==> config.mk <==
export PLATFORM = sky130hd
export DESIGN_NAME = tcp_tx_cfg
export DESIGN_NICKNAME = d
export VERILOG_FILES = /design/src/tcp_tx_pkg.sv /design/src/tcp_tx_cfg.sv
export SDC_FILE = /design/constraint.sdc
export NUM_CORES = 1
export LEC_CHECK = 0
export BUFFER_PORTS_ARGS = -buffer_cell sky130_fd_sc_hd__buf_2
export CAP_MARGIN = 0
export CELL_PAD_IN_SITES_DETAIL_PLACEMENT = 1
export CELL_PAD_IN_SITES_GLOBAL_PLACEMENT = 1
export CORE_AREA = 2 2 63 65
export CTS_BUF_LIST = sky130_fd_sc_hd__clkbuf_16
export CTS_CLUSTER_SIZE = 40
export DETAILED_ROUTE_END_ITERATION = 12
export DIE_AREA = 0 0 65 67
export PLACE_DENSITY = 0.84
export SLEW_MARGIN = 20
export SYNTH_ARGS = -nofsm -noshare
export SYNTH_HDL_FRONTEND = slang
export SYNTH_SLANG_ARGS = --single-unit
==> constraint.sdc <==
create_clock -name clk -period 1.1 [get_ports clk]
set_clock_uncertainty 0.2 [all_clocks]
set_input_delay 0.055 -clock clk [delete_from_list [all_inputs] [get_ports clk]]
set_output_delay 0.055 -clock clk [all_outputs]
set_load 0.01 [all_outputs]
==> src/tcp_tx_pkg.sv <==
`default_nettype none

package tcp_tx_pkg;

  // plain widths
  typedef logic [7:0]  byte_t;
  typedef logic [15:0] port_t;
  typedef logic [31:0] seq_t;
  typedef logic [31:0] ipv4_addr_t;
  typedef logic [15:0] chsum_t;
  typedef logic [31:0] chsum_acc_t; // unfolded ones-complement sum
  typedef logic [15:0] len_t;

  // fixed header fields, offset and checksum are filled in by the engine
  typedef struct packed {
    port_t      src_port;
    port_t      dst_port;
    seq_t       seq_num;
    seq_t       ack_num;
    logic [8:0] flags;    // ns..fin
    logic [15:0] win_size;
    logic [15:0] urg_ptr;
  } tcp_hdr_t;

  typedef struct packed {
    seq_t left;
    seq_t right;
  } sack_block_t;

  // connection-wide option settings
  typedef struct packed {
    logic [15:0] mss;
    logic [7:0]  win_shift;
    logic        mss_en;
    logic        win_en;
    logic        sack_perm_en;
    logic        ts_en;
  } tcp_opt_cfg_t;

  // options that change per segment
  typedef struct packed {
    logic              sack_pres;
    logic [3:0]        block_pres;
    sack_block_t [3:0] sack;
    logic [31:0]       ts_val;
    logic [31:0]       ts_ecr;
  } tcp_opt_pkt_t;

  typedef struct packed {
    tcp_hdr_t   hdr;
    ipv4_addr_t src_ip;
    ipv4_addr_t dst_ip;
    len_t       payload_len;
    chsum_acc_t payload_chsum; // partial sum from the caller
  } tcp_seg_t;

  typedef byte_t [0:39] opt_field_t; // byte 0 goes out first
  typedef logic [3:0]   opt_words_t;

  localparam opt_words_t OPT_MAX_WORDS = 4'd10;
  localparam int         HDR_MAX_BYTES = 60;

  // option kinds
  localparam byte_t TCP_OPT_NOP       = 8'd1;
  localparam byte_t TCP_OPT_MSS       = 8'd2;
  localparam byte_t TCP_OPT_WIN       = 8'd3;
  localparam byte_t TCP_OPT_SACK_PERM = 8'd4;
  localparam byte_t TCP_OPT_SACK      = 8'd5;
  localparam byte_t TCP_OPT_TIMESTAMP = 8'd8;

  localparam byte_t IP_PROTO_TCP = 8'd6;

endpackage

`default_nettype wire

==> src/tcp_tx_cfg.sv <==
`timescale 1ns/1ps
`default_nettype none

module tcp_tx_cfg (
  input  logic                     clk,
  input  logic                     fsm_rst,
  input  logic                     cfg_we,
  input  logic [1:0]               cfg_addr,
  input  logic [15:0]              cfg_data,
  output tcp_tx_pkg::tcp_opt_cfg_t cfg
);

  import tcp_tx_pkg::*;

  localparam logic [15:0] MSS_DEFAULT = 16'd1460;

  always_ff @(posedge clk) begin
    if (fsm_rst) begin
      cfg.mss          <= MSS_DEFAULT;
      cfg.win_shift    <= '0;
      cfg.mss_en       <= 1'b0;
      cfg.win_en       <= 1'b0;
      cfg.sack_perm_en <= 1'b0;
      cfg.ts_en        <= 1'b0;
    end else if (cfg_we) begin
      case (cfg_addr)
        2'd0: cfg.mss <= cfg_data;
        2'd1: cfg.win_shift <= cfg_data[7:0];
        2'd2: begin
          // bit 0 mss, 1 window scale, 2 sack-permitted, 3 timestamp
          cfg.mss_en       <= cfg_data[0];
          cfg.win_en       <= cfg_data[1];
          cfg.sack_perm_en <= cfg_data[2];
          cfg.ts_en        <= cfg_data[3];
        end
        default: ; // address 3 is unused
      endcase
    end
  end

endmodule

`default_nettype wire

# After elaboration in Yosys (flattened, before gate mapping)
# Index checks and enable logic that the tools add are counted.
[classes]
eq_ne = 2
reduce_logical = 4
[op_table]
columns = ["op", "count"]
rows = [
  ["$reduce_and 2->1", 3],
  ["$eq 2x1->1 const B", 1],
  ["$eq 2x2->1 const B", 1],
  ["$logic_not 2->1", 1],
]
[word_totals]
ff_bits = 28
input_bits = 21
out_inout_bits = 28
word_cells = 12

# Logic depth before layout (Yosys ltp)
# Gate-level depths: netlist of the first run.
[logic_depth]
ltp_word = 2
ltp_mapped = 4
mapped_depth_nobuf = 2

# Worst setup path before layout of the first run
# Ideal clock, no wire load.
[synth_path]
path_kind = "input port to flip-flop"
from = "in cfg_addr[1]"
to = "reg cfg[12] in the netlist's numbering"
setup_ns = 0.072
arrival_ns = 0.697
t_required_ns = 0.828
setup_slack_ns = 0.131
stages = 4
n_path_buf = 2
cell_sequence = "nor3b_2 buf_4 buf_8 mux2i_1"
[synth_between]
elab_chain_len = 2
[synth_rtl]
columns = ["item", "line_no", "source"]
rows = [
  ["from (decl)", "tcp_tx_cfg.sv:8", "input logic [1:0] cfg_addr,"],
  ["$logic_not 2->1", "tcp_tx_cfg.sv:26", "case (cfg_addr)"],
  ["$reduce_and 2->1 (no source line)", "n/a", ""],
  ["to (decl)", "tcp_tx_cfg.sv:10", "output tcp_tx_pkg::tcp_opt_cfg_t cfg"],
]
# No other way between the ends.
# A chain may end at the register's enable or synchronous reset.

==> metrics.sh, run 1 <==
POST-DP-HPWL_MICRONS=2212
FINALCRITPERIODSHARE_PCT=93.49
R2R_SLACK_PS=250
GRTUSAGETOTAL_PCT=15.53
SYNTH_TOP_CELL_AREA_SHARE_PCT=46.86
CRITICAL_PATH_PEAK_FANOUT=2
DETAIL_ROUTE.WIRELENGTH_MICRONS=3142
FLOORPLAN.DIE_AREA_SQ_MM=0.004355
WL_PER_CELL_MICRONS=13.90
TIMING.HOLD.WORST.CLASS='primary input to register'
YS_SEQ_ELEMENTS=28
DETAIL_ROUTE.ITER0.VIOLATIONS=34
SLEW_HEADROOM_PCT=79.66
CTSHOLDBUFFERS=16
SYNTH_LARGEST_AREA_CELL='sky130_fd_sc_hd__dfxtp_1'
GRT_FIRST_PASS_WIRELENGTH_MICRONS=4974
DIE-WIDTH_MICRONS=65
FILLERS=414
DRT_PASS1_ITERATIONS=4
CLOCK_TREE_FROM_TRITONCTS='done'
WORSTREGTOREGCELLS=2
WORST_SLEW_PIN_SLEW_PS=304.2
SYNTH_FLOP_CELL='sky130_fd_sc_hd__dfxtp_1'
CP-STARTPOINT='cfg_data[5]'
SETUP_VIOLATIONS=0
POSTCTSRESIZEDCELLS=0
TIMING.CRITICAL_PATH.TO_TYPE='register'
POST_SYNTH_NUM_CELL_TYPES=12
ROUTE.ANTENNA.REMAINING_NETS=0
P_TOTAL_W=0.002441
CRITICAL-PATH-SLOWEST-CELL='sky130_fd_sc_hd__dlygate4sd3_1'
FINAL_HOLD_VIOL_COUNT=0
SLEW_VIOLATIONS=0
CRITPATHLAUNCHTYPE='primary input'
PORT_BUFFERS=48
RR_STARTPOINT='cfg[17]'
POWER.DENSITY_mW_PER_MM2=1387
CTS_NUM_SINKS=28
CTS_INSERTED_BUFFERS=3
MAXIMUM_NUMBER_OF_PINS_ON_ONE_NET_BEFORE_GLOBAL_ROUTE_REPAIR=49
VIA_TO_CELL_RATIO=4.447
PERIOD_NEEDED_PS=1028
YOSYS-TOP-CELLS-COUNT='36 x sky130_fd_sc_hd__nand2b_1, 28 x sky130_fd_sc_hd__dfxtp_1, 28 x sky130_fd_sc_hd__mux2i_1, 12 x sky130_fd_sc_hd__nor2_1, 3 x sky130_fd_sc_hd__clkbuf_1'
WORST_SLACK_AT_PLACEMENT_PS=-14.56
CRIT-REG2REG-CAPTURE='cfg[17]'
POST_SYNTH_INSTANCE_AREA_SQ_MM=0.001196
IRDROPWORSTVDD_mV=0.4969
CLKSLEWWORSTSETUPHOLDPATHS_PS=70
FRACTION_OF_LAYOUT_CELLS_WITH_A_SIZE_SUFFIX_ABOVE_1_PCT=30.90
NUM_ANTENNA_CELLS=0
RUN_STATUS='completed'
YS_WARN_COUNT=0
LARGEST_REG_FLOPS=28
EDFF_COUNT_SYNTH=0
CLOCK_TREE.BUFFER_DEPTH=2
YS_SEQ_AREA_SHARE_PCT=46.86
SYNTHESIS.NETS=137
TIMING.FINAL.WS_SETUP_PS=71.63
FIRST_GLOBAL_VIAS=1027
FINAL_NETS=200
LAYOUT.AREA.SEQ_SQ_UM=560.5
GP_CONGESTION=0.7212
SYN_TO_FINAL_GROWTH_PCT=47.07
SETUP_REPAIR_AFTER_GLOBAL_ROUTING_MISSED_ITS_MARGIN='no'
POST-ROUTE-DRC-COUNT=0
IO_PINS=49
TIMING_WORST_SETUP_PATH_TYPE='primary input to register'
START_UTIL_PCT=33.17
GRT.OVERFLOW.TOTAL=0
WORST_PATH_LARGEST_CELL_DELAY_PS=540
REGISTER_RANKED_FIRST_BY_FLIP_FLOP_COUNT='cfg'
SYNTHARSTFLOPSHARE_PCT=0
WORST_SKEW_PAIR.LATE_LATENCY_PS=270
CTS_ROOT_BUF='sky130_fd_sc_hd__clkbuf_16'
CRIT_PATH_END='cfg[17]'
FP-ROW-COUNT=22
GRT_ANTENNA_BEFORE_REPAIR=0
TOP_REGISTERS='cfg: 28 flops'
AREA_OF_THE_CORE_SQ_MM=0.003606
SYNTHMOSTINSTANTIATEDCELL='sky130_fd_sc_hd__nand2b_1'
CTSHTREEMAXLEVEL=1
CP.ARRIVAL_PS=970
FP.DIEH_MICRONS=67
MAX_CLOCK_FREQ_MHz=972.4
MIN_PATH_CELLS=4
SYNTHESIZED_AREA_DIVIDED_BY_SYNTHESIZED_CELL_COUNT_SQ_UM=10.31
POWER.LEAKAGE_nW=0.7993
DRV.MAX_CAP_VIOLATION_COUNT=0
WP_DATA_REQUIRED_PS=1040
TIMING.CRITICAL_PATH.CELLS='dlygate4sd3_1 > buf_2 > nor2_1 > mux2i_1'
NETLIST_INSTANCES=116
POSTLAYOUTCOREUTIL_PCT=48.79
ROUTE.VIAS.TOTAL=1005
CTS_POST_SETUP_BUFFERS_INSERTED=0
SYNTH_AREA_LEADERS='sky130_fd_sc_hd__dfxtp_1 47%, sky130_fd_sc_hd__mux2i_1 23%, sky130_fd_sc_hd__nand2b_1 19%'
FOOTPRINT_OF_THE_MULTI_INPUT_GATES_SQ_UM=593.1
## how the worst min path moves through the flow
stage | start | to | slack [ps]
after global routing | cfg_addr[0] | cfg[24] | 110
after floorplan | cfg_data[9] | cfg[21] | 10
after detailed placement | cfg_data[12] | cfg[24] | 130
after CTS | fsm_rst | cfg[20] | 90
after global placement | cfg_data[10] | cfg[22] | 110
final | fsm_rst | cfg[20] | 80
## final cells by class
type                            count  area share (%)
Sequential cell                    28           31.86
Tap cell                           48           3.414
Clock inverter                      1           1.707
Clock buffer                        3           4.267
Multi-Input combinational cell     80           33.71
Timing Repair Buffer               66           25.04
## cells by family after synthesis
family | synth area share (%)
DFF | 46.86
buffers and inverters | 4.079
and+or+nand+nor | 25.63
muxes | 23.43
## cells in the final DEF (no fill, tap or decap)
cell type | synthesis | layout
sky130_fd_sc_hd__buf_2 | 2 | 48
sky130_fd_sc_hd__nand2b_1 | 36 | 36
sky130_fd_sc_hd__mux2i_1 | 28 | 28
sky130_fd_sc_hd__dfxtp_1 | 28 | 28
sky130_fd_sc_hd__dlygate4sd3_1 | 0 | 16
sky130_fd_sc_hd__nor2_1 | 12 | 12
sky130_fd_sc_hd__clkbuf_16 | 0 | 3
sky130_fd_sc_hd__nand3b_1 | 2 | 2
sky130_fd_sc_hd__buf_12 | 0 | 2
sky130_fd_sc_hd__nor3b_4 | 0 | 1
sky130_fd_sc_hd__and3b_1 | 1 | 1
sky130_fd_sc_hd__bufinv_16 | 0 | 1
## report_power, final
part	switching [W]	leakage, nW	internal, W
combinational	0.000128	0.520	0.000162
sequential	0.0000192	0.228	0.00105
clock	0.000357	0.0511	0.000725
## layer usage
layer | wire [microns] | up-vias | global-route usage, %
li1 | - | 499 | -
met1 | 1259 | 474 | 17.08
met2 | 1681 | 28 | 28.61
met3 | 119 | 4 | 1.014
met4 | 82 | 0 | 10.37
met5 | 0 | - | 0
## stage by stage
step | setup TNS (ps) | hold WS [ps] | std cells | instance area, sq um
final | 0 | 84.95 | 226 | 1759
after global placement | 0 | 110.9 | 206 | 1494
after global routing | 0 | 111.1 | 226 | 1759
after detailed placement | -45.10 | 125.1 | 206 | 1494
after floorplan | 0 | 9.820 | 116 | 1196
after CTS | 0 | 86.10 | 226 | 1759
## critical path, delay by kind of cell
kind / cells / cell delay (ps)
buffers and inverters: 2 / 680
muxes: 1 / 110
and+or+nand+nor: 1 / 130
(Power assumes the default switching activity.)
==> inputs of run 2 (changes only) <==
--- a/config.mk
+++ b/config.mk
@@ -14,7 +14,8 @@
 export CTS_CLUSTER_SIZE = 40
 export DETAILED_ROUTE_END_ITERATION = 12
 export DIE_AREA = 0 0 65 67
-export PLACE_DENSITY = 0.84
+export PLACE_DENSITY_LB_ADDON = 0.25
+export SKIP_CTS_REPAIR_TIMING = 1
 export SLEW_MARGIN = 20
 export SYNTH_ARGS = -nofsm -noshare
 export SYNTH_HDL_FRONTEND = slang
==> run 2 against run 1 <==
- final cell count increased by 0.88%
- worst hold slack worse by 26 ps
- die area unchanged
- clock-buffer cell count did not move
- routed wire length fell by 5.8%
- non-clock buffer count rose by 2
==> metrics.sh, run 2 (synthesis gave the netlist of run 1 again) <==
GRTUSAGETOTAL_PCT=13.41
WORST_SLEW_PIN_SLEW_PS=328.5
CLOCK_TREE_FROM_TRITONCTS='done'
REGISTER_RANKED_FIRST_BY_FLIP_FLOP_COUNT='cfg'
FIRST_GLOBAL_VIAS=961
POWER.DENSITY_mW_PER_MM2=1386
CTS_ROOT_BUF='sky130_fd_sc_hd__clkbuf_16'
PORT_BUFFERS=48
GP_CONGESTION=0.7289
CRITICAL_PATH_BUF_INV_COUNT=1
NUM_ANTENNA_CELLS=0
POST-DP-HPWL_MICRONS=2149
MAX_CLOCK_FREQ_MHz=991.3
DETAIL_ROUTE.WIRELENGTH_MICRONS=2959
MAXIMUM_NUMBER_OF_PINS_ON_ONE_NET_BEFORE_GLOBAL_ROUTE_REPAIR=34
FRACTION_OF_LAYOUT_CELLS_WITH_A_SIZE_SUFFIX_ABOVE_1_PCT=31.67
CRITICAL_PATH_PEAK_FANOUT=2
GRT_ANTENNA_BEFORE_REPAIR=0
CTSHTREEMAXLEVEL=1
CP.ARRIVAL_PS=750
WORST_SKEW_PAIR.LATE_LATENCY_PS=260
TIMING.HOLD.WORST.CLASS='primary input to register'
DRT_PASS1_ITERATIONS=2
IRDROPWORSTVDD_mV=0.7142
GRT.OVERFLOW.TOTAL=0
CRITPATHTOPFAMILY='flip-flops'
MOST-COMMON-LAYOUT-CELLS='48 x sky130_fd_sc_hd__buf_2, 36 x sky130_fd_sc_hd__nand2b_1, 28 x sky130_fd_sc_hd__mux2i_1, 28 x sky130_fd_sc_hd__dfxtp_1, 16 x sky130_fd_sc_hd__dlygate4sd3_1'
ROUTE.ANTENNA.REMAINING_NETS=0
SETUP_VIOLATIONS=0
WL_PER_CELL_MICRONS=12.98
FINAL_NETS=202
DIE-WIDTH_MICRONS=65
DRV.MAX_CAP_VIOLATION_COUNT=0
POST-ROUTE-DRC-COUNT=0
START_UTIL_PCT=33.17
FP-ROW-COUNT=22
CRITICAL-PATH-SLOWEST-CELL='sky130_fd_sc_hd__dfxtp_1'
TOP_REGISTERS='cfg: 28 flops'
FINALCRITPERIODSHARE_PCT=91.71
ROUTE.VIAS.TOTAL=1024
SYN_TO_FINAL_GROWTH_PCT=46.23
FINAL_HOLD_VIOL_COUNT=0
SETUP_REPAIR_AFTER_GLOBAL_ROUTING_MISSED_ITS_MARGIN='no'
AREA_OF_THE_CORE_SQ_MM=0.003606
FP.DIEH_MICRONS=67
FINALNONFILLERCELLS=228
CRITPATHLAUNCHTYPE='register'
PERIOD_NEEDED_PS=1009
TIMING_WORST_SETUP_PATH_TYPE='register to output pin'
RUN_STATUS='completed'
MOST_FREQUENT_STANDARD_CELL_IN_THE_LAYOUT_EXCLUDING_FILL_AND_TAP_CELLS='sky130_fd_sc_hd__buf_2'
SLEW_HEADROOM_PCT=78.03
CLKSLEWWORSTSETUPHOLDPATHS_PS=70
SETUP_TNS_PS=0
DETAIL_ROUTE.ITER0.VIOLATIONS=7
VIA_TO_CELL_RATIO=4.491
FLOORPLAN.DIE_AREA_SQ_MM=0.004355
WP_DATA_REQUIRED_PS=840
GRT_FIRST_PASS_WIRELENGTH_MICRONS=4464
CTS_NUM_SINKS=28
CLOCK_TREE.BUFFER_DEPTH=2
LARGEST_REG_FLOPS=28
CTS_INSERTED_BUFFERS=3
DP_CELLS=208
TIMING.CRITICAL_PATH.CELLS='buf_2'
SLEW_VIOLATIONS=0
POWER.LEAKAGE_nW=0.8017
IO_PINS=49
TIMING.CRITICAL_PATH.TO_TYPE='output pin'
WORST_PATH_LARGEST_CELL_DELAY_PS=350
## run 2: changes by cell type in the layout (fill, tap and decap cells not counted), sizes merged
cell	before	now
buf	50	52
## run 2: stage by stage
step	total power (W)	hold WS [ps]	worst slack (ps)	cell area [sq um]	util (%)
finish	0.002425	58.77	91.18	1749	48.51
global route	0.002543	84.24	62.77	1749	48.51
CTS	0.002399	-146.6	82.60	1589	44.07
detailed placement	0.001333	128.5	-75.38	1484	41.15
global placement	0.001320	112.3	27.02	1484	41.15
floorplan	0.001228	9.820	131.5	1196	-
## run 2: cell type report
type                            instances  area, sq um
Clock buffer                            3        75.07
Clock inverter                          1        30.03
Fill cell                             415         1857
Multi-Input combinational cell         80        593.1
Sequential cell                        28        560.5
Tap cell                               48        60.06
Timing Repair Buffer                   68        430.4
## run 2: worst register-to-register path, cell delays in order (launching register included)
cell	delay [ps]
sky130_fd_sc_hd__dfxtp_1	340
sky130_fd_sc_hd__nand2b_1	60
sky130_fd_sc_hd__mux2i_1	140
## run 2: routing by layer
metal	wire, microns	part of all wire, %	GRT usage, %
met5	0	0	0
met4	44	1.5	4.521
met3	158	5.3	3.716
met2	1504	51	24.61
met1	1252	42	14.81
## run 2: path summary, 6_finish.rpt
| check | start | end | slack, ps | cells past startpoint |
|---|---|---|---|---|
| hold reg to reg | cfg[3] | cfg[3] | 280 | 2 |
| setup reg to reg | cfg[1] | cfg[1] | 280 | 2 |
| hold / removal | fsm_rst | cfg[26] | 60 | 4 |
| setup / recovery | cfg[13] | cfg[13] | 90 | 1 |
## run 2: where the power goes
part           internal, W  leakage, nW  switching [W]
clock             0.000724       0.0511       0.000352
sequential         0.00105        0.228      0.0000181
combinational     0.000157        0.523       0.000124
total              0.00193        0.802       0.000494
==> inputs of run 3 (changes only) <==
--- a/config.mk
+++ b/config.mk
@@ -9,11 +9,11 @@
 export CAP_MARGIN = 0
 export CELL_PAD_IN_SITES_DETAIL_PLACEMENT = 1
 export CELL_PAD_IN_SITES_GLOBAL_PLACEMENT = 1
-export CORE_AREA = 2 2 63 65
+export CORE_AREA = 2 2 57 72
 export CTS_BUF_LIST = sky130_fd_sc_hd__clkbuf_16
 export CTS_CLUSTER_SIZE = 40
 export DETAILED_ROUTE_END_ITERATION = 12
-export DIE_AREA = 0 0 65 67
+export DIE_AREA = 0 0 59 74
 export PLACE_DENSITY_LB_ADDON = 0.25
 export SKIP_CTS_REPAIR_TIMING = 1
 export SLEW_MARGIN = 20
==> run 3 against run 2 <==
- final area shrank 1.4%
- worst hold slack improved by 51 ps
- via count is 0.98% lower
- total power shrank 0.62%
- clock power hardly changed
- critical path depth unchanged
- combinational power shrank 2%
- highest routed layer unchanged
- routed wire length is 3.4% lower
- register-to-register slack worse by 20 ps
- sequential power about the same
==> metrics.sh, run 3 (synthesis gave the netlist of run 1 again) <==
CRITICAL_PATH_PEAK_FANOUT=2
POST-ROUTE-DRC-COUNT=0
FINALINSTANCEAREA_SQ_MM=0.001724
FINALCRITPERIODSHARE_PCT=91.41
POWER.LEAKAGE_nW=0.7921
GRT.OVERFLOW.TOTAL=0
TIMING.CRITICAL_PATH.CELLS='buf_2'
GRT_ANTENNA_BEFORE_REPAIR=0
POST-DP-HPWL_MICRONS=2013
CRITPATHTOPFAMILY='flip-flops'
CRITPATHLAUNCHTYPE='register'
NUM_ANTENNA_CELLS=0
FLOORPLAN.DIE_AREA_SQ_MM=0.004366
TOP_REGISTERS='cfg: 28 flops'
FIRST_GLOBAL_VIAS=979
DRT_PASS1_ITERATIONS=5
REGISTER_RANKED_FIRST_BY_FLIP_FLOP_COUNT='cfg'
CLOCK_TREE_FROM_TRITONCTS='done'
START_UTIL_PCT=32.41
CTSHTREEMAXLEVEL=1
CLOCK_TREE.BUFFER_DEPTH=2
CP.ARRIVAL_PS=750
WORST_SKEW_PAIR.LATE_LATENCY_PS=260
MAX_CLOCK_FREQ_MHz=994.6
GP_CONGESTION=0.6476
SYN_TO_FINAL_GROWTH_PCT=44.14
INSTANCE_AREA_AT_PLACEMENT_SQ_MM=0.001459
FP.DIEH_MICRONS=74
FP-ROW-COUNT=25
WORSTREGTOREGCELLS=2
CRITICAL_PATH_BUF_INV_COUNT=1
FRACTION_OF_LAYOUT_CELLS_WITH_A_SIZE_SUFFIX_ABOVE_1_PCT=30.90
DETAIL_ROUTE.WIRELENGTH_MICRONS=2858
MOST_FREQUENT_STANDARD_CELL_IN_THE_LAYOUT_EXCLUDING_FILL_AND_TAP_CELLS='sky130_fd_sc_hd__buf_2'
WL_PER_CELL_MICRONS=13.11
POWER.DENSITY_mW_PER_MM2=1398
CLKSLEWWORSTSETUPHOLDPATHS_PS=70
CTS_INSERTED_BUFFERS=3
VIA_TO_CELL_RATIO=4.651
WORST_SLACK_AT_PLACEMENT_PS=-139.0
SLEW_VIOLATIONS=0
PORT_BUFFERS=48
POSTLAYOUTCOREUTIL_PCT=46.71
ROUTE.ANTENNA.REMAINING_NETS=0
MOST-COMMON-LAYOUT-CELLS='48 x sky130_fd_sc_hd__buf_2, 36 x sky130_fd_sc_hd__nand2b_1, 28 x sky130_fd_sc_hd__mux2i_1, 28 x sky130_fd_sc_hd__dfxtp_1, 16 x sky130_fd_sc_hd__dlygate4sd3_1'
CTS_ROOT_BUF='sky130_fd_sc_hd__clkbuf_16'
WORST_PATH_LARGEST_CELL_DELAY_PS=350
CRITICAL-PATH-SLOWEST-CELL='sky130_fd_sc_hd__dfxtp_1'
PERIOD_NEEDED_PS=1005
LARGEST_REG_FLOPS=28
WORST_SLEW_PIN_SLEW_PS=633.8
WP_DATA_REQUIRED_PS=840
FINAL_HOLD_VIOL_COUNT=0
DIE-WIDTH_MICRONS=59
TIMING.FINAL.WS_SETUP_PS=94.53
RUN_STATUS='completed'
IO_PINS=49
ROUTE.VIAS.TOTAL=1014
SETUP_VIOLATIONS=0
TIMING.HOLD.WORST.CLASS='primary input to register'
SETUP_REPAIR_AFTER_GLOBAL_ROUTING_MISSED_ITS_MARGIN='no'
CTS_NUM_SINKS=28
IRDROPWORSTVDD_mV=0.5081
SLEW_HEADROOM_PCT=57.75
FILLERS=422
TIMING.CRITICAL_PATH.TO_TYPE='output pin'
MAXIMUM_NUMBER_OF_PINS_ON_ONE_NET_BEFORE_GLOBAL_ROUTE_REPAIR=49
TIMING_WORST_SETUP_PATH_TYPE='register to output pin'
SETUP_TNS_PS=0
DETAIL_ROUTE.ITER0.VIOLATIONS=23
DRV.MAX_CAP_VIOLATION_COUNT=0
PATH_DEPTH=1
GRT_FIRST_PASS_WIRELENGTH_MICRONS=4388
LAYOUT.AREA.SEQ_SQ_UM=560.5
R2R_SLACK_PS=260
MIN_PATH_CELLS=4
GRTUSAGETOTAL_PCT=13.12
FOOTPRINT_OF_THE_MULTI_INPUT_GATES_SQ_UM=593.1
FINAL_NETS=200
AREA_OF_THE_CORE_SQ_MM=0.003691
[run 3: cell count changes in the layout (fill, tap and decap cells not counted)]
cell	change
sky130_fd_sc_hd__buf_4	-2
[run 3: cell type report]
type                            count  area share [%]
Tap cell                           40           2.903
Timing Repair Buffer               66           24.09
Clock inverter                      1           1.742
Sequential cell                    28           32.51
Clock buffer                        3           4.354
Multi-Input combinational cell     80           34.40
[run 3: power by group]
group	leakage (nW)	switching [W]	internal [W]
logic	0.513	0.000123	0.000153
clock network	0.0511	0.000342	0.000724
registers	0.228	0.0000187	0.00105
total	0.792	0.000483	0.00193
[run 3: worst register-to-register path: stages, from the launching register on]
cell	delay (ps)
sky130_fd_sc_hd__dfxtp_1	340
sky130_fd_sc_hd__nand2b_1	60
sky130_fd_sc_hd__mux2i_1	160
[run 3: stage by stage]
stage	power [W]	hold slack, ps	instances
after CTS	0.002400	-150.7	202
after global routing	0.002520	117.6	218
after detailed placement	0.001325	131.0	198
after global placement	0.001316	114.3	198
after floorplan	0.001228	9.820	116
final	0.002410	109.4	218
[run 3: path summary, 6_finish.rpt]
check / from / end
worst max-delay path: cfg[18] / cfg[18]
worst min-delay path: cfg_addr[1] / cfg[25]
worst max register to register: cfg[0] / cfg[0]
worst min register to register: cfg[26] / cfg[26]
[run 3: metal layers]
metal / up-vias / global-route usage [%] / part of all wire [%]
met5: - / 0 / 0
met4: 0 / 5.303 / 0.42
met3: 2 / 3.130 / 4.3
met2: 23 / 22.59 / 52
met1: 488 / 15.57 / 43
li1: 501 / - / -
