<file path="config.mk">
export PLATFORM = sky130hd
export DESIGN_NAME = tcp_hdr_serializer
export DESIGN_NICKNAME = d
export VERILOG_FILES = /design/src/tcp_tx_pkg.sv /design/src/tcp_hdr_serializer.sv
export SDC_FILE = /design/constraint.sdc
export NUM_CORES = 1
export LEC_CHECK = 0
export BUFFER_PORTS_ARGS = -buffer_cell sky130_fd_sc_hd__buf_4
export CAP_MARGIN = 15
export CORE_AREA = 2 2 338 340
export DETAILED_ROUTE_END_ITERATION = 10
export DIE_AREA = 0 0 340 342
export GPL_TIMING_DRIVEN = 0
export PLACE_DENSITY_LB_ADDON = 0.2
export SLEW_MARGIN = 15
export SYNTH_ARGS = -nofsm -noshare
export SYNTH_HDL_FRONTEND = slang
export SYNTH_SLANG_ARGS = --single-unit
</file>
<file path="constraint.sdc">
create_clock -name clk -period 33.6 [get_ports clk]
set_input_delay 6.72 -clock clk [delete_from_list [all_inputs] [get_ports clk]]
set_output_delay 6.72 -clock clk [all_outputs]
set_load 0.02 [all_outputs]
</file>
<file path="src/tcp_tx_pkg.sv">
`default_nettype none

package tcp_tx_pkg;

  // plain widths
  typedef logic [7:0]  byte_t;
  typedef logic [15:0] port_t;
  typedef logic [31:0] seq_t;
  typedef logic [31:0] ipv4_addr_t;
  typedef logic [15:0] chsum_t;
  typedef logic [31:0] chsum_acc_t; // unfolded ones-complement sum
  typedef logic [15:0] len_t;

  // fixed header fields, offset and checksum are filled in by the engine
  typedef struct packed {
    port_t      src_port;
    port_t      dst_port;
    seq_t       seq_num;
    seq_t       ack_num;
    logic [8:0] flags;    // ns..fin
    logic [15:0] win_size;
    logic [15:0] urg_ptr;
  } tcp_hdr_t;

  typedef struct packed {
    seq_t left;
    seq_t right;
  } sack_block_t;

  // connection-wide option settings
  typedef struct packed {
    logic [15:0] mss;
    logic [7:0]  win_shift;
    logic        mss_en;
    logic        win_en;
    logic        sack_perm_en;
    logic        ts_en;
  } tcp_opt_cfg_t;

  // options that change per segment
  typedef struct packed {
    logic              sack_pres;
    logic [3:0]        block_pres;
    sack_block_t [3:0] sack;
    logic [31:0]       ts_val;
    logic [31:0]       ts_ecr;
  } tcp_opt_pkt_t;

  typedef struct packed {
    tcp_hdr_t   hdr;
    ipv4_addr_t src_ip;
    ipv4_addr_t dst_ip;
    len_t       payload_len;
    chsum_acc_t payload_chsum; // partial sum from the caller
  } tcp_seg_t;

  typedef byte_t [0:39] opt_field_t; // byte 0 goes out first
  typedef logic [3:0]   opt_words_t;

  localparam opt_words_t OPT_MAX_WORDS = 4'd10;
  localparam int         HDR_MAX_BYTES = 60;

  // option kinds
  localparam byte_t TCP_OPT_NOP       = 8'd1;
  localparam byte_t TCP_OPT_MSS       = 8'd2;
  localparam byte_t TCP_OPT_WIN       = 8'd3;
  localparam byte_t TCP_OPT_SACK_PERM = 8'd4;
  localparam byte_t TCP_OPT_SACK      = 8'd5;
  localparam byte_t TCP_OPT_TIMESTAMP = 8'd8;

  localparam byte_t IP_PROTO_TCP = 8'd6;

endpackage

`default_nettype wire

</file>
<file path="src/tcp_hdr_serializer.sv">
`timescale 1ns/1ps
`default_nettype none

module tcp_hdr_serializer #(
  parameter int RAM_ADDR_W = 10
) (
  input  logic                   clk,
  input  logic                   fsm_rst,
  input  logic                   seg_v,
  input  tcp_tx_pkg::tcp_seg_t   seg,
  input  tcp_tx_pkg::opt_field_t opt_field,
  input  tcp_tx_pkg::opt_words_t opt_words,
  input  logic                   chsum_done,
  input  tcp_tx_pkg::chsum_t     chsum,
  input  tcp_tx_pkg::byte_t      ram_q,
  output logic                   seg_start, // seg_v taken while idle
  output tcp_tx_pkg::tcp_seg_t   seg_hold,
  output logic [RAM_ADDR_W-1:0]  ram_raddr,
  output tcp_tx_pkg::byte_t      tx_d,
  output logic                   tx_v,
  output logic                   tx_sof,
  output logic                   tx_eof,
  output logic                   busy
);

  import tcp_tx_pkg::*;

  typedef enum logic [1:0] {idle, wait_chsum, header, payload} ser_state_t;

  ser_state_t                   state;
  logic [0:HDR_MAX_BYTES-1][7:0] hdr_sr;
  logic [0:HDR_MAX_BYTES-1][7:0] hdr_full;
  logic [3:0]                   hdr_off;
  logic [5:0]                   hdr_last; // index of last header byte
  len_t                         cnt;
  logic                         hdr_end;
  logic                         pay_end;

  assign hdr_off = 4'd5 + opt_words;

  assign hdr_full = {
    seg_hold.hdr.src_port, seg_hold.hdr.dst_port,
    seg_hold.hdr.seq_num, seg_hold.hdr.ack_num,
    hdr_off, 3'b000, seg_hold.hdr.flags,
    seg_hold.hdr.win_size, chsum, seg_hold.hdr.urg_ptr,
    opt_field
  };

  assign hdr_end = (cnt == len_t'(hdr_last));
  assign pay_end = (cnt == seg_hold.payload_len - len_t'(1));

  assign seg_start = seg_v && (state == idle);
  assign busy      = (state != idle);
  assign tx_v      = (state == header) || (state == payload);
  assign tx_sof    = (state == header) && (cnt == '0);
  assign tx_eof    = ((state == header) && hdr_end && (seg_hold.payload_len == '0)) ||
                     ((state == payload) && pay_end);
  assign tx_d      = (state == payload) ? ram_q : hdr_sr[0];

  always_ff @(posedge clk) begin
    if (fsm_rst) begin
      state     <= idle;
      cnt       <= '0;
      ram_raddr <= '0;
    end else begin
      case (state)
        idle: if (seg_v) state <= wait_chsum;
        wait_chsum: if (chsum_done) begin
          state     <= header;
          cnt       <= '0;
          ram_raddr <= seg_hold.hdr.seq_num[RAM_ADDR_W-1:0];
        end
        header: begin
          if (hdr_end) begin
            cnt <= '0;
            if (seg_hold.payload_len == '0) begin
              state <= idle;
            end else begin
              state     <= payload;
              ram_raddr <= ram_raddr + 1'b1; // read runs one byte ahead
            end
          end else begin
            cnt <= cnt + len_t'(1);
          end
        end
        payload: begin
          ram_raddr <= ram_raddr + 1'b1;
          if (pay_end) begin
            state <= idle;
            cnt   <= '0;
          end else begin
            cnt <= cnt + len_t'(1);
          end
        end
        default: state <= idle;
      endcase
    end
  end

  always_ff @(posedge clk) begin
    if (seg_start) seg_hold <= seg;
    if (state == wait_chsum && chsum_done) begin
      hdr_sr   <= hdr_full;
      hdr_last <= {hdr_off, 2'b00} - 6'd1;
    end else if (state == header) begin
      hdr_sr <= {hdr_sr[1:HDR_MAX_BYTES-1], 8'h00};
    end
  end

  // header goes out right after the checksum lands
  a_sof_after_chsum: assert property (@(posedge clk) disable iff (fsm_rst)
    chsum_done |=> tx_sof && tx_v);

  a_seg_busy: assert property (@(posedge clk) disable iff (fsm_rst)
    busy |-> !seg_v) else $warning("seg_v while busy, segment dropped");

endmodule

`default_nettype wire

</file>
# Word-level counts from Yosys, hierarchy flattened
# Cells that the tools add are included.
# Widths: inputs -> output; s select.
[word_totals]
n_memories = 0
wordCells = 125
rom_bits = 0
in_bits = 601
ram_bits = 0
ff_bits = 763
output_inout_bits = 272
latchBits = 0
[op_classes]
n_mul = 0
n_lt_le_gt_ge = 0
addsub = 5
n_eq_ne = 10
n_shift = 0
n_mux = 17
n_bitwise = 0
n_reduce_logical = 17
n_div = 0
[ops]
columns = ["cell", "n"]
rows = [
  ["$mux 480", 2],
  ["$mux 16", 3],
  ["$pmux 16 s3", 1],
  ["$logic_not 16->1", 2],
  ["$mux 10", 3],
  ["$pmux 10 s3", 1],
  ["$add 16x1->16 const B", 1],
  ["$eq 16x16->1", 1],
  ["$eq 16x6->1", 1],
  ["$sub 16x1->16 const B", 1],
  ["$add 10x1->10 const B", 1],
  ["$mux 2", 5],
  ["$ne 2x2->1 const B", 5],
  ["$mux 8", 1],
  ["$pmux 2 s4", 1],
  ["$reduce_and 4->1", 2],
  ["$logic_and 1x1->1", 6],
  ["$sub 6x1->6 const B", 1],
  ["$add 3x4->4 const A", 1],
  ["$eq 2x2->1 const B", 2],
  ["$reduce_bool 2->1", 2],
  ["$reduce_bool 3->1", 1],
  ["$eq 2x1->1 const B", 1],
  ["$logic_not 2->1", 1],
  ["2 further kinds", 3],
]

# Depth between registers and ports, before layout
# Gate-level depths: netlist of run 1.
[depth]
word_depth = 4
ltp_mapped = 12
depth_no_buf = 10

# Worst setup path before layout of run 1
# Ideal clock, no wire load.
[synth_path]
path_kind = "input -> output"
start = "input seg_v"
end = "output seg_start"
slack_ns = 9.663
stages = 2
path_buffers = 0
arrival_time_ns = 17.217
t_required_ns = 26.880
cell_sequence = "inv_1 -> nor2_1"
[synth_via]
elab_chain_cells = 1
[synth_rtl]
columns = ["item", "line_no", "source"]
rows = [
  ["start, declared", "tcp_hdr_serializer.sv:9", "input logic seg_v,"],
  ["$logic_and 1x1->1", "tcp_hdr_serializer.sv:52", "assign seg_start = seg_v && (state == idle);"],
  ["end, declared", "tcp_hdr_serializer.sv:16", "output logic seg_start,"],
]
# Every way passes these cells.

# Worst setup path in the final report of run 1
# Same ends and word-level chain as after synthesis.

==> impl_metrics.env, run 1 <==
export IMPL_detailed_place_hpwl_mm=85.0
export IMPL_worst_ir_drop_vdd_mv=0.0476
export IMPL_slowest_stage="nor2_4"
export IMPL_required_ps=26880
export IMPL_crit_chain="buf_4 > inv_1 > nor2_4 > buf_4"
export IMPL_fin_nets=3253
export IMPL_slew_headroom=0.352
export IMPL_status="completed"
export IMPL_syn_num_nets=2267
export IMPL_crit_top_cell="buf_4"
export IMPL_clock_skew_ps=20.3
export IMPL_fin_crit_sh=0.430
export IMPL_grt_max_degree=62
export IMPL_fmax_mhz=69.2
export IMPL_numClockSinks=761
export IMPL_grt_pass1_wl_mm=151
export IMPL_syn_inst=1660
export IMPL_cts_buffer_depth=3
export IMPL_synth_distinct_cells=53
export IMPL_clkTransAtPathRegs_ps=50
export IMPL_crit_cells=4
export IMPL_synth_seq_area_share=0.774
export IMPL_crit_fanout=23
export IMPL_area_growth_synth_to_final_pct=40.4
export IMPL_cts_tree="built"
export IMPL_cts_root_buffer="clkbuf_16"
export IMPL_place_gp_congestion=0.934
export IMPL_syn_avg_cell_area_um2=17.5
export IMPL_finalHoldViolCount=0
export IMPL_ys_async_sr_fraction=0
export IMPL_wl_met1_mm=43.7
export IMPL_wl_met2_mm=54.3
export IMPL_h_tree_depth=3
export IMPL_period_needed_ps=14450
export IMPL_cp_end_kind="primary output"
export IMPL_cts_resized=0
export IMPL_power_density_nw_per_um2=76.5
export IMPL_start_util=0.257
export IMPL_postCtsSetupBuffers=0
export IMPL_synth_edf_count=730
export IMPL_synth_flop_cell="edfxtp_1"
export IMPL_grt_pass1_vias=20400
export IMPL_wl_met3_mm=8.79
export IMPL_drv_slew=0
export IMPL_wl_per_cell_um=25.9
export IMPL_holdCritPathClass="register to register"
export IMPL_hold_ws_ps=468
export IMPL_yosys_top_cells_area="edfxtp_1, a22o_1, dfxtp_1, clkbuf_1, xor2_1"
export IMPL_setup_viol=0
export IMPL_ys_seq_elements=761
export IMPL_highest_layer="met5"
export IMPL_die_area_um2=116000
export IMPL_synth_top_cell_by_area="edfxtp_1"
export IMPL_drtAntennaViolNets=0
export IMPL_rows=124
export IMPL_chipHeight_um=342
export IMPL_n_fill_cell=10900
export IMPL_yosys_area_top_type_share=0.753
export IMPL_synth_commonest_cells="edfxtp_1, a22o_1, clkbuf_1"
export IMPL_dpl_cell_count=4062
export IMPL_path_delay_family="simple AND/OR/NAND/NOR gates"
export IMPL_tightestPinTransition_ps=972
export IMPL_drc=0
export IMPL_grt_overflow=0
export IMPL_cp_arrival_ps=7730
export IMPL_hold_path_depth=2
export IMPL_ioPinCount=873
export IMPL_grt_use_total=0.182
export IMPL_drive_above_1_share=0.382
export IMPL_via_per_inst=4.68
export IMPL_cpPeakStageDelay_ps=590
export IMPL_drtIter0Drc=1413
export IMPL_post_dp_cell_area_um2=38000
export IMPL_instances_no_fill=4237
export IMPL_start_kind="input port"
export IMPL_yosys_cell_count_top_type="edfxtp_1"
export IMPL_total_leakage_power_nw=15.5
export IMPL_synth_warnings=0
export IMPL_critPathBufInv=3
export IMPL_rsz0062_at_grt="false"
export IMPL_cts_hold_buf=0
export IMPL_firstDrtPassIters=5
export IMPL_rr_worst_depth=9
export IMPL_portBuffers=871
export IMPL_num_vias=19800
export IMPL_dieWidth_um=340
export IMPL_finish_utilization=0.361
export IMPL_netlist_area_um2=29100
export IMPL_cts_made_buffers=94
export IMPL_core_um2=113000
export IMPL_maxCapViolCount=0
export IMPL_stdcell_area_um2=40900
export IMPL_antenna_found_initial=16
export IMPL_criticalPathCategory="input port to primary output"
export IMPL_worst_skew_pair_late_latency_ps=670
export IMPL_final_setup_tns_ps=0
export IMPL_drt_wl_total_mm=110
## metrics by stage
stage	setup WS, ps	total power, mW
2_1_floorplan	9660	1.95
3_3_place_gp	2810	2.36
3_5_place_dp	19130	2.21
4_1_cts	19140	3.17
5_1_grt	19070	3.26
6_report	19150	3.12
## logic make-up (layout without fill, tap and decap cells)
group,count (synthesis),in the layout,share of synthesized area
other,0,7,0
buffers and inverters,144,1202,0.0193
flip-flops,761,761,0.774
AO/OA/AOI/OAI,532,532,0.155
multiplexers,20,20,0.00722
AND/OR/NAND/NOR,164,164,0.0315
XOR/XNOR,33,33,0.00993
adder cells (fa/ha/maj),6,6,0.00258
## layer usage
layer	vias to the layer above	global-route usage
li1	8851	-
met4	20	0.0548
met5	-	0
met1	10100	0.220
met2	766	0.307
met3	146	0.0601
## layout make-up
class | count | area [um^2] | area share
multi-input combinational | 755 | 6020 | 0.147
clock buffer | 119 | 2480 | 0.0606
sequential | 761 | 22500 | 0.552
inverter | 16 | 60.1 | 0.00147
buffer | 128 | 503 | 0.0123
antenna | 7 | 17.5 | 0.000429
timing repair buffer | 890 | 6990 | 0.171
tap | 1512 | 1890 | 0.0463
clock inverter | 49 | 350 | 0.00858
## report_power, final
| part | internal (mW) | switching, mW |
|---|---|---|
| sequential | 1.37 | 0.119 |
| clock | 0.537 | 0.409 |
| combinational | 0.271 | 0.416 |
| total | 2.18 | 0.944 |
## tightest hold or removal path, cell delays in order, from the launching register on
cell and delay (ps):
dfxtp_1 310, nand2_1 50, a21oi_1 60
## placed cells by master (no fill, tap or decap), types with 10 or more instances in the layout
cell	count
clkbuf_1	140
inv_1	15
and2_1	12
a31oi_1	14
buf_4	871
xor2_1	19
o21ai_0	11
dfxtp_1	31
and3_1	10
a21oi_1	16
clkinv_2	12
nand3_1	27
nor2_1	25
xnor2_1	14
edfxtp_1	730
nand2_1	31
nor4_1	10
clkinv_1	25
clkbuf_16	95
buf_16	10
a22o_1	468
mux2i_1	12
## sequential cells by signal, summed over array words and instances, names as in the netlist
signal / flops
hdr_sr: 480
seg_hold: 249
cnt: 16
ram_raddr: 10
hdr_last: 4
state: 2
## worst paths after layout
kind | endpoint | from | slack (ps)
max reg2reg | hdr_sr[101] | state[0] | 30330
min reg2reg | hdr_sr[378] | hdr_sr[378] | 470
min | hdr_sr[378] | hdr_sr[378] | 470
max | seg_start | seg_v | 19150
(Power assumes the default switching activity.)
==> inputs of run 2 (changes only) <==
ABC_AREA = 1   (was not set)
CORE_AREA = 2 2 342 344   (was 2 2 338 340)
DIE_AREA = 0 0 344 346   (was 0 0 340 342)
clock period = 13.05 ns   (was 33.6 ns; I/O delays follow)
==> run 2 against run 1 <==
Worst setup slack lost 12000 ps. Largest power group unchanged. Critical endpoint unchanged. Clock power grew to 2.6 times the previous value. Non-clock buffer count shrank 8. Final area grew 1.8%. Core utilization shrank 0.10 points. First-iteration DRC count grew 0.64%. Global-route usage shrank 1.0 points. Critical path depth is the same. Highest routed layer unchanged.
==> impl_metrics.env, run 2 <==
export IMPL_synth_edf_count=730
export IMPL_hold_path_depth=1
export IMPL_clkTransAtPathRegs_ps=60
export IMPL_start_kind="input port"
export IMPL_post_dp_cell_area_um2=38600
export IMPL_slowest_stage="nor2_4"
export IMPL_synth_commonest_cells="edfxtp_1, a22o_1, nand2_1"
export IMPL_firstDrtPassIters=5
export IMPL_cts_root_buffer="clkbuf_16"
export IMPL_fin_nets=3451
export IMPL_start_util=0.258
export IMPL_synth_warnings=0
export IMPL_regMostFlops="hdr_sr"
export IMPL_area_growth_synth_to_final_pct=39.5
export IMPL_chipHeight_um=346
export IMPL_grt_pass1_vias=21200
export IMPL_place_gp_congestion=0.885
export IMPL_required_ps=10440
export IMPL_cts_buffer_depth=3
export IMPL_regArea_um2=22500
export IMPL_final_setup_tns_ps=0
export IMPL_n_fill_cell=11200
export IMPL_reg_largest_list="hdr_sr: 480 flops, seg_hold: 249 flops, cnt: 16 flops"
export IMPL_path_delay_family="simple AND/OR/NAND/NOR gates"
export IMPL_portBuffers=872
export IMPL_yosys_area_top_type_share=0.736
export IMPL_synth_distinct_cells=42
export IMPL_finalHoldViolCount=0
export IMPL_syn_inst=1866
export IMPL_drive_above_1_share=0.386
export IMPL_crit_fanout=21
export IMPL_finish_utilization=0.360
export IMPL_synth_seq_area_share=0.757
export IMPL_stdcell_area_um2=41600
export IMPL_largest_reg_flops=480
export IMPL_instances_no_fill=4455
export IMPL_worst_skew_pair_late_latency_ps=660
export IMPL_drt_wl_total_mm=107
export IMPL_grt_overflow=0
export IMPL_cp_end_kind="primary output"
export IMPL_r2r_start="state[0]"
export IMPL_period_needed_ps=6190
export IMPL_worst_ir_drop_vdd_mv=0.114
export IMPL_drtAntennaViolNets=0
export IMPL_critPathBufInv=3
export IMPL_h_tree_depth=3
export IMPL_synth_flop_cell="edfxtp_1"
export IMPL_antenna_found_initial=18
export IMPL_crit_top_cell="buf_4"
export IMPL_power_density_nw_per_um2=224
export IMPL_slew_headroom=0.335
export IMPL_fmax_mhz=162
export IMPL_yosys_cell_count_top_type="edfxtp_1"
export IMPL_multi_input_comb_area_um2=6360
export IMPL_cts_made_buffers=90
export IMPL_final_cell_mix="buf_4, edfxtp_1, a22o_1"
export IMPL_num_vias=20500
export IMPL_crit_chain="buf_4 > inv_1 > nor2_4 > buf_4"
export IMPL_dpl_cell_count=4276
export IMPL_cts_resized=0
export IMPL_grt_max_degree=92
export IMPL_rrSetupSlack_ps=9140
export IMPL_rows=125
export IMPL_netlist_area_um2=29800
export IMPL_drc=0
export IMPL_cpPeakStageDelay_ps=540
export IMPL_drv_slew=0
export IMPL_cts_hold_buf=0
export IMPL_rsz0062_at_grt="false"
export IMPL_yosys_top_cells_area="edfxtp_1, a22o_1, dfxtp_1, nand2_1, inv_1"
export IMPL_wl_per_cell_um=24.0
export IMPL_grt_pass1_wl_mm=148
export IMPL_die_area_um2=119000
export IMPL_rr_worst_depth=8
export IMPL_cp_arrival_ps=3580
export IMPL_clock_skew_ps=37.7
export IMPL_criticalPathCategory="input port to primary output"
export IMPL_via_per_inst=4.60
export IMPL_grt_use_total=0.172
export IMPL_hold_path_startpoint="hdr_sr[330]"
export IMPL_synth_top_cell_by_area="edfxtp_1"
export IMPL_status="completed"
export IMPL_holdCritPathClass="register to register"
export IMPL_setup_viol=0
export IMPL_total_leakage_power_nw=16.5
export IMPL_dieWidth_um=344
export IMPL_detailed_place_hpwl_mm=82.4
export IMPL_postCtsSetupBuffers=0
export IMPL_syn_avg_cell_area_um2=16.0
export IMPL_tightestPinTransition_ps=998
export IMPL_ys_seq_elements=761
export IMPL_ioPinCount=873
export IMPL_syn_num_nets=2473
export IMPL_numClockSinks=761
export IMPL_regToRegEndpoint="hdr_sr[248]"
export IMPL_maxCapViolCount=0
export IMPL_whs_endpoint="hdr_sr[338]"
export IMPL_core_um2=115000
export IMPL_cts_tree="built"
export IMPL_drtIter0Drc=1422
export IMPL_final_common_cell="buf_4"
export IMPL_ys_async_sr_fraction=0
export IMPL_crit_cells=4
export IMPL_fin_crit_sh=0.474
[run 2: how the worst max path moves through the flow]
stage,start,end,slack [ps]
after CTS,seg_v,seg_start,6850
after detailed placement,seg_v,seg_start,6830
final,seg_v,seg_start,6860
after floorplan,seg_v,seg_start,1360
after global placement,seg_v,seg_start,-2490
after global routing,seg_v,seg_start,6780
[run 2: layout make-up]
class	count	area share
tap	1524	0.0459
antenna	11	0.000662
sequential	761	0.542
buffer	124	0.0135
clock inverter	57	0.0132
multi-input combinational	887	0.153
clock buffer	111	0.0576
timing repair buffer	886	0.165
inverter	94	0.00849
[run 2: worst reg2reg max path: cells and delay by family (launching register included)]
kind,cells,cell delay (ps)
buf+inv,6,2130
flops,1,420
simple gates,2,880
[run 2: logic make-up after synthesis]
family	after synthesis	synth area share
simple gates	337	0.0558
buf+inv	218	0.0306
fa+ha+maj	6	0.00252
xor+xnor	34	0.0100
flops	761	0.757
compound gates	510	0.144
[run 2: power breakdown]
part	internal, mW	switching, mW	total (mW)
Sequential	3.92	0.399	4.32
Clock	1.45	1.05	2.50
Combinational	0.951	1.56	2.51
[run 2: stage by stage]
step / setup slack, ps / hold slack [ps] / power, mW
after floorplan: 1360 / 441 / 5.89
after global placement: -2490 / 516 / 7.17
after detailed placement: 6830 / 527 / 6.91
after CTS: 6850 / 520 / 9.47
after global routing: 6780 / 533 / 9.80
final: 6860 / 527 / 9.33
[run 2: routing by layer]
| layer | routed length [um] | vias up | share of wire | track usage |
|---|---|---|---|---|
| met4 | 2570 | 10 | 0.024 | 0.0489 |
| li1 | - | 9325 | - | - |
| met3 | 8650 | 140 | 0.081 | 0.0490 |
| met5 | 73 | - | 0.00068 | 0 |
| met2 | 52800 | 794 | 0.49 | 0.292 |
| met1 | 42800 | 10200 | 0.40 | 0.211 |
==> inputs of run 3 (changes only) <==
CORE_AREA = 2 2 345 347   (was 2 2 342 344)
DIE_AREA = 0 0 347 349   (was 0 0 344 346)
clock period = 6.05 ns   (was 13.05 ns; I/O delays follow)
==> run 3 against run 2 <==
Clock-buffer cell count increased by 5. Combinational power grew 120%. Sequential share of layout area increased by 0.11 points. Sequential power rose by 120%. Critical path depth increased by 6. Sequential cell count stayed put. Non-clock buffer count unchanged. Wire length decreased by 0.38%. First-iteration DRC count decreased by 6.3%. Largest power group unchanged.
==> impl_metrics.env, run 3 (same netlist as run 2, synthesis figures left out) <==
export IMPL_status="completed"
export IMPL_chipHeight_um=349
export IMPL_worst_ir_drop_vdd_mv=0.251
export IMPL_cts_made_buffers=90
export IMPL_clkTransAtPathRegs_ps=60
export IMPL_antenna_found_initial=8
export IMPL_worstSetupStartpoint="chsum_done"
export IMPL_cp_end_kind="register"
export IMPL_numClockSinks=761
export IMPL_dieWidth_um=347
export IMPL_area_growth_synth_to_final_pct=39.2
export IMPL_ioPinCount=873
export IMPL_drt_wl_total_mm=106
export IMPL_core_um2=117000
export IMPL_rsz0062_at_grt="false"
export IMPL_cp_arrival_ps=4750
export IMPL_rows=126
export IMPL_largest_reg_flops=480
export IMPL_final_cell_mix="buf_4, edfxtp_1, a22o_1"
export IMPL_wl_per_cell_um=23.9
export IMPL_cts_root_buffer="clkbuf_16"
export IMPL_grt_use_total=0.169
export IMPL_postCtsSetupBuffers=0
export IMPL_critPathBufInv=8
export IMPL_portBuffers=872
export IMPL_total_power_mw=20.0
export IMPL_required_ps=6330
export IMPL_cpPeakStageDelay_ps=570
export IMPL_drtAntennaViolNets=0
export IMPL_h_tree_depth=3
export IMPL_drv_slew=0
export IMPL_drc=0
export IMPL_cts_hold_buf=0
export IMPL_maxCapViolCount=0
export IMPL_via_per_inst=4.57
export IMPL_fin_nets=3451
export IMPL_crit_top_cell="buf_16"
export IMPL_stdcell_area_um2=41500
export IMPL_drive_above_1_share=0.385
export IMPL_rrSetupSlack_ps=1710
export IMPL_fin_crit_sh=0.739
export IMPL_regMostFlops="hdr_sr"
export IMPL_clock_skew_ps=34.8
export IMPL_place_gp_congestion=0.890
export IMPL_crit_chain="buf_4 > inv_1 > nor3_1 > buf_2 > inv_1 > clkbuf_1 > nand2_8 > buf_16 > buf_16 > buf_16"
export IMPL_cts_tree="built"
export IMPL_firstDrtPassIters=5
export IMPL_hold_path_startpoint="hdr_sr[436]"
export IMPL_slowest_stage="nand2_8"
export IMPL_holdCritPathClass="register to register"
export IMPL_grt_max_degree=105
export IMPL_grt_pass1_wl_mm=150
export IMPL_drtIter0Drc=1332
export IMPL_slew_headroom=0.285
export IMPL_grt_pass1_vias=21500
export IMPL_crit_fanout=104
export IMPL_detailed_place_hpwl_mm=82.0
export IMPL_final_common_cell="buf_4"
export IMPL_setup_viol=0
export IMPL_cts_buffer_depth=3
export IMPL_post_dp_cell_area_um2=38600
export IMPL_num_vias=20400
export IMPL_cts_resized=0
export IMPL_die_area_um2=121000
export IMPL_worst_skew_pair_late_latency_ps=660
export IMPL_finalHoldViolCount=0
export IMPL_start_kind="input port"
export IMPL_criticalPathCategory="input port to register"
export IMPL_power_density_nw_per_um2=481
export IMPL_total_leakage_power_nw=16.5
export IMPL_period_needed_ps=4470
export IMPL_path_delay_family="buffers and inverters"
export IMPL_grt_overflow=0
export IMPL_start_util=0.254
export IMPL_fmax_mhz=224
export IMPL_reg_largest_list="hdr_sr: 480 flops, seg_hold: 249 flops, cnt: 16 flops"
export IMPL_tightestPinTransition_ps=1070
export IMPL_r2r_start="state[0]"
==> run 3: metrics by stage <==
stage / setup TNS (ps) / util / std cells / setup WS, ps / hold slack (ps)
6_report: 0 / 0.353 / 4460 / 1580 / 525
5_1_grt: 0 / 0.353 / 4457 / 1320 / 543
4_1_cts: 0 / 0.353 / 4455 / 1460 / 527
3_5_place_dp: 0 / 0.329 / 4288 / 747 / 525
3_3_place_gp: -1354220 / 0.326 / 4274 / -2340 / 501
2_1_floorplan: -18.1 / - / 1866 / -18.1 / 441
==> run 3: cell type report <==
class                           count  area, um^2
Timing Repair Buffer              886        6880
Clock inverter                     51         409
Sequential cell                   761       22500
Buffer                            124         559
Antenna cell                        5        12.5
Multi-Input combinational cell    887        6360
Fill cell                       11400       76000
Tap cell                         1536        1920
Inverter                           94         365
Clock buffer                      116        2430
==> run 3: power breakdown <==
part	internal [mW]	total, mW	switching (mW)	leakage (nW)
Clock	2.99	5.23	2.25	1.38
Combinational	2.05	5.40	3.35	7.82
Sequential	8.46	9.33	0.864	7.26
==> run 3: layer usage <==
| metal | GRT usage | share of wire | up-vias |
|---|---|---|---|
| met1 | 0.212 | 0.41 | 10200 |
| met5 | 0 | 0.00025 | - |
| li1 | - | - | 9325 |
| met3 | 0.0452 | 0.068 | 136 |
| met4 | 0.0446 | 0.022 | 6 |
| met2 | 0.288 | 0.50 | 765 |
==> run 3: worst reg2reg max path: stages (launching register included) <==
cell and delay (ps):
dfxtp_1 400, inv_1 130, nor3_1 250, buf_2 490, inv_1 200, clkbuf_1 490, nand2_8 570, buf_16 410
buf_16 420, buf_16 450
==> run 3: worst paths after layout <==
kind         cells past startpoint          end
min                              1  hdr_sr[444]
max reg2reg                      9   hdr_sr[41]
min reg2reg                      1  hdr_sr[444]
max                             10   hdr_sr[41]
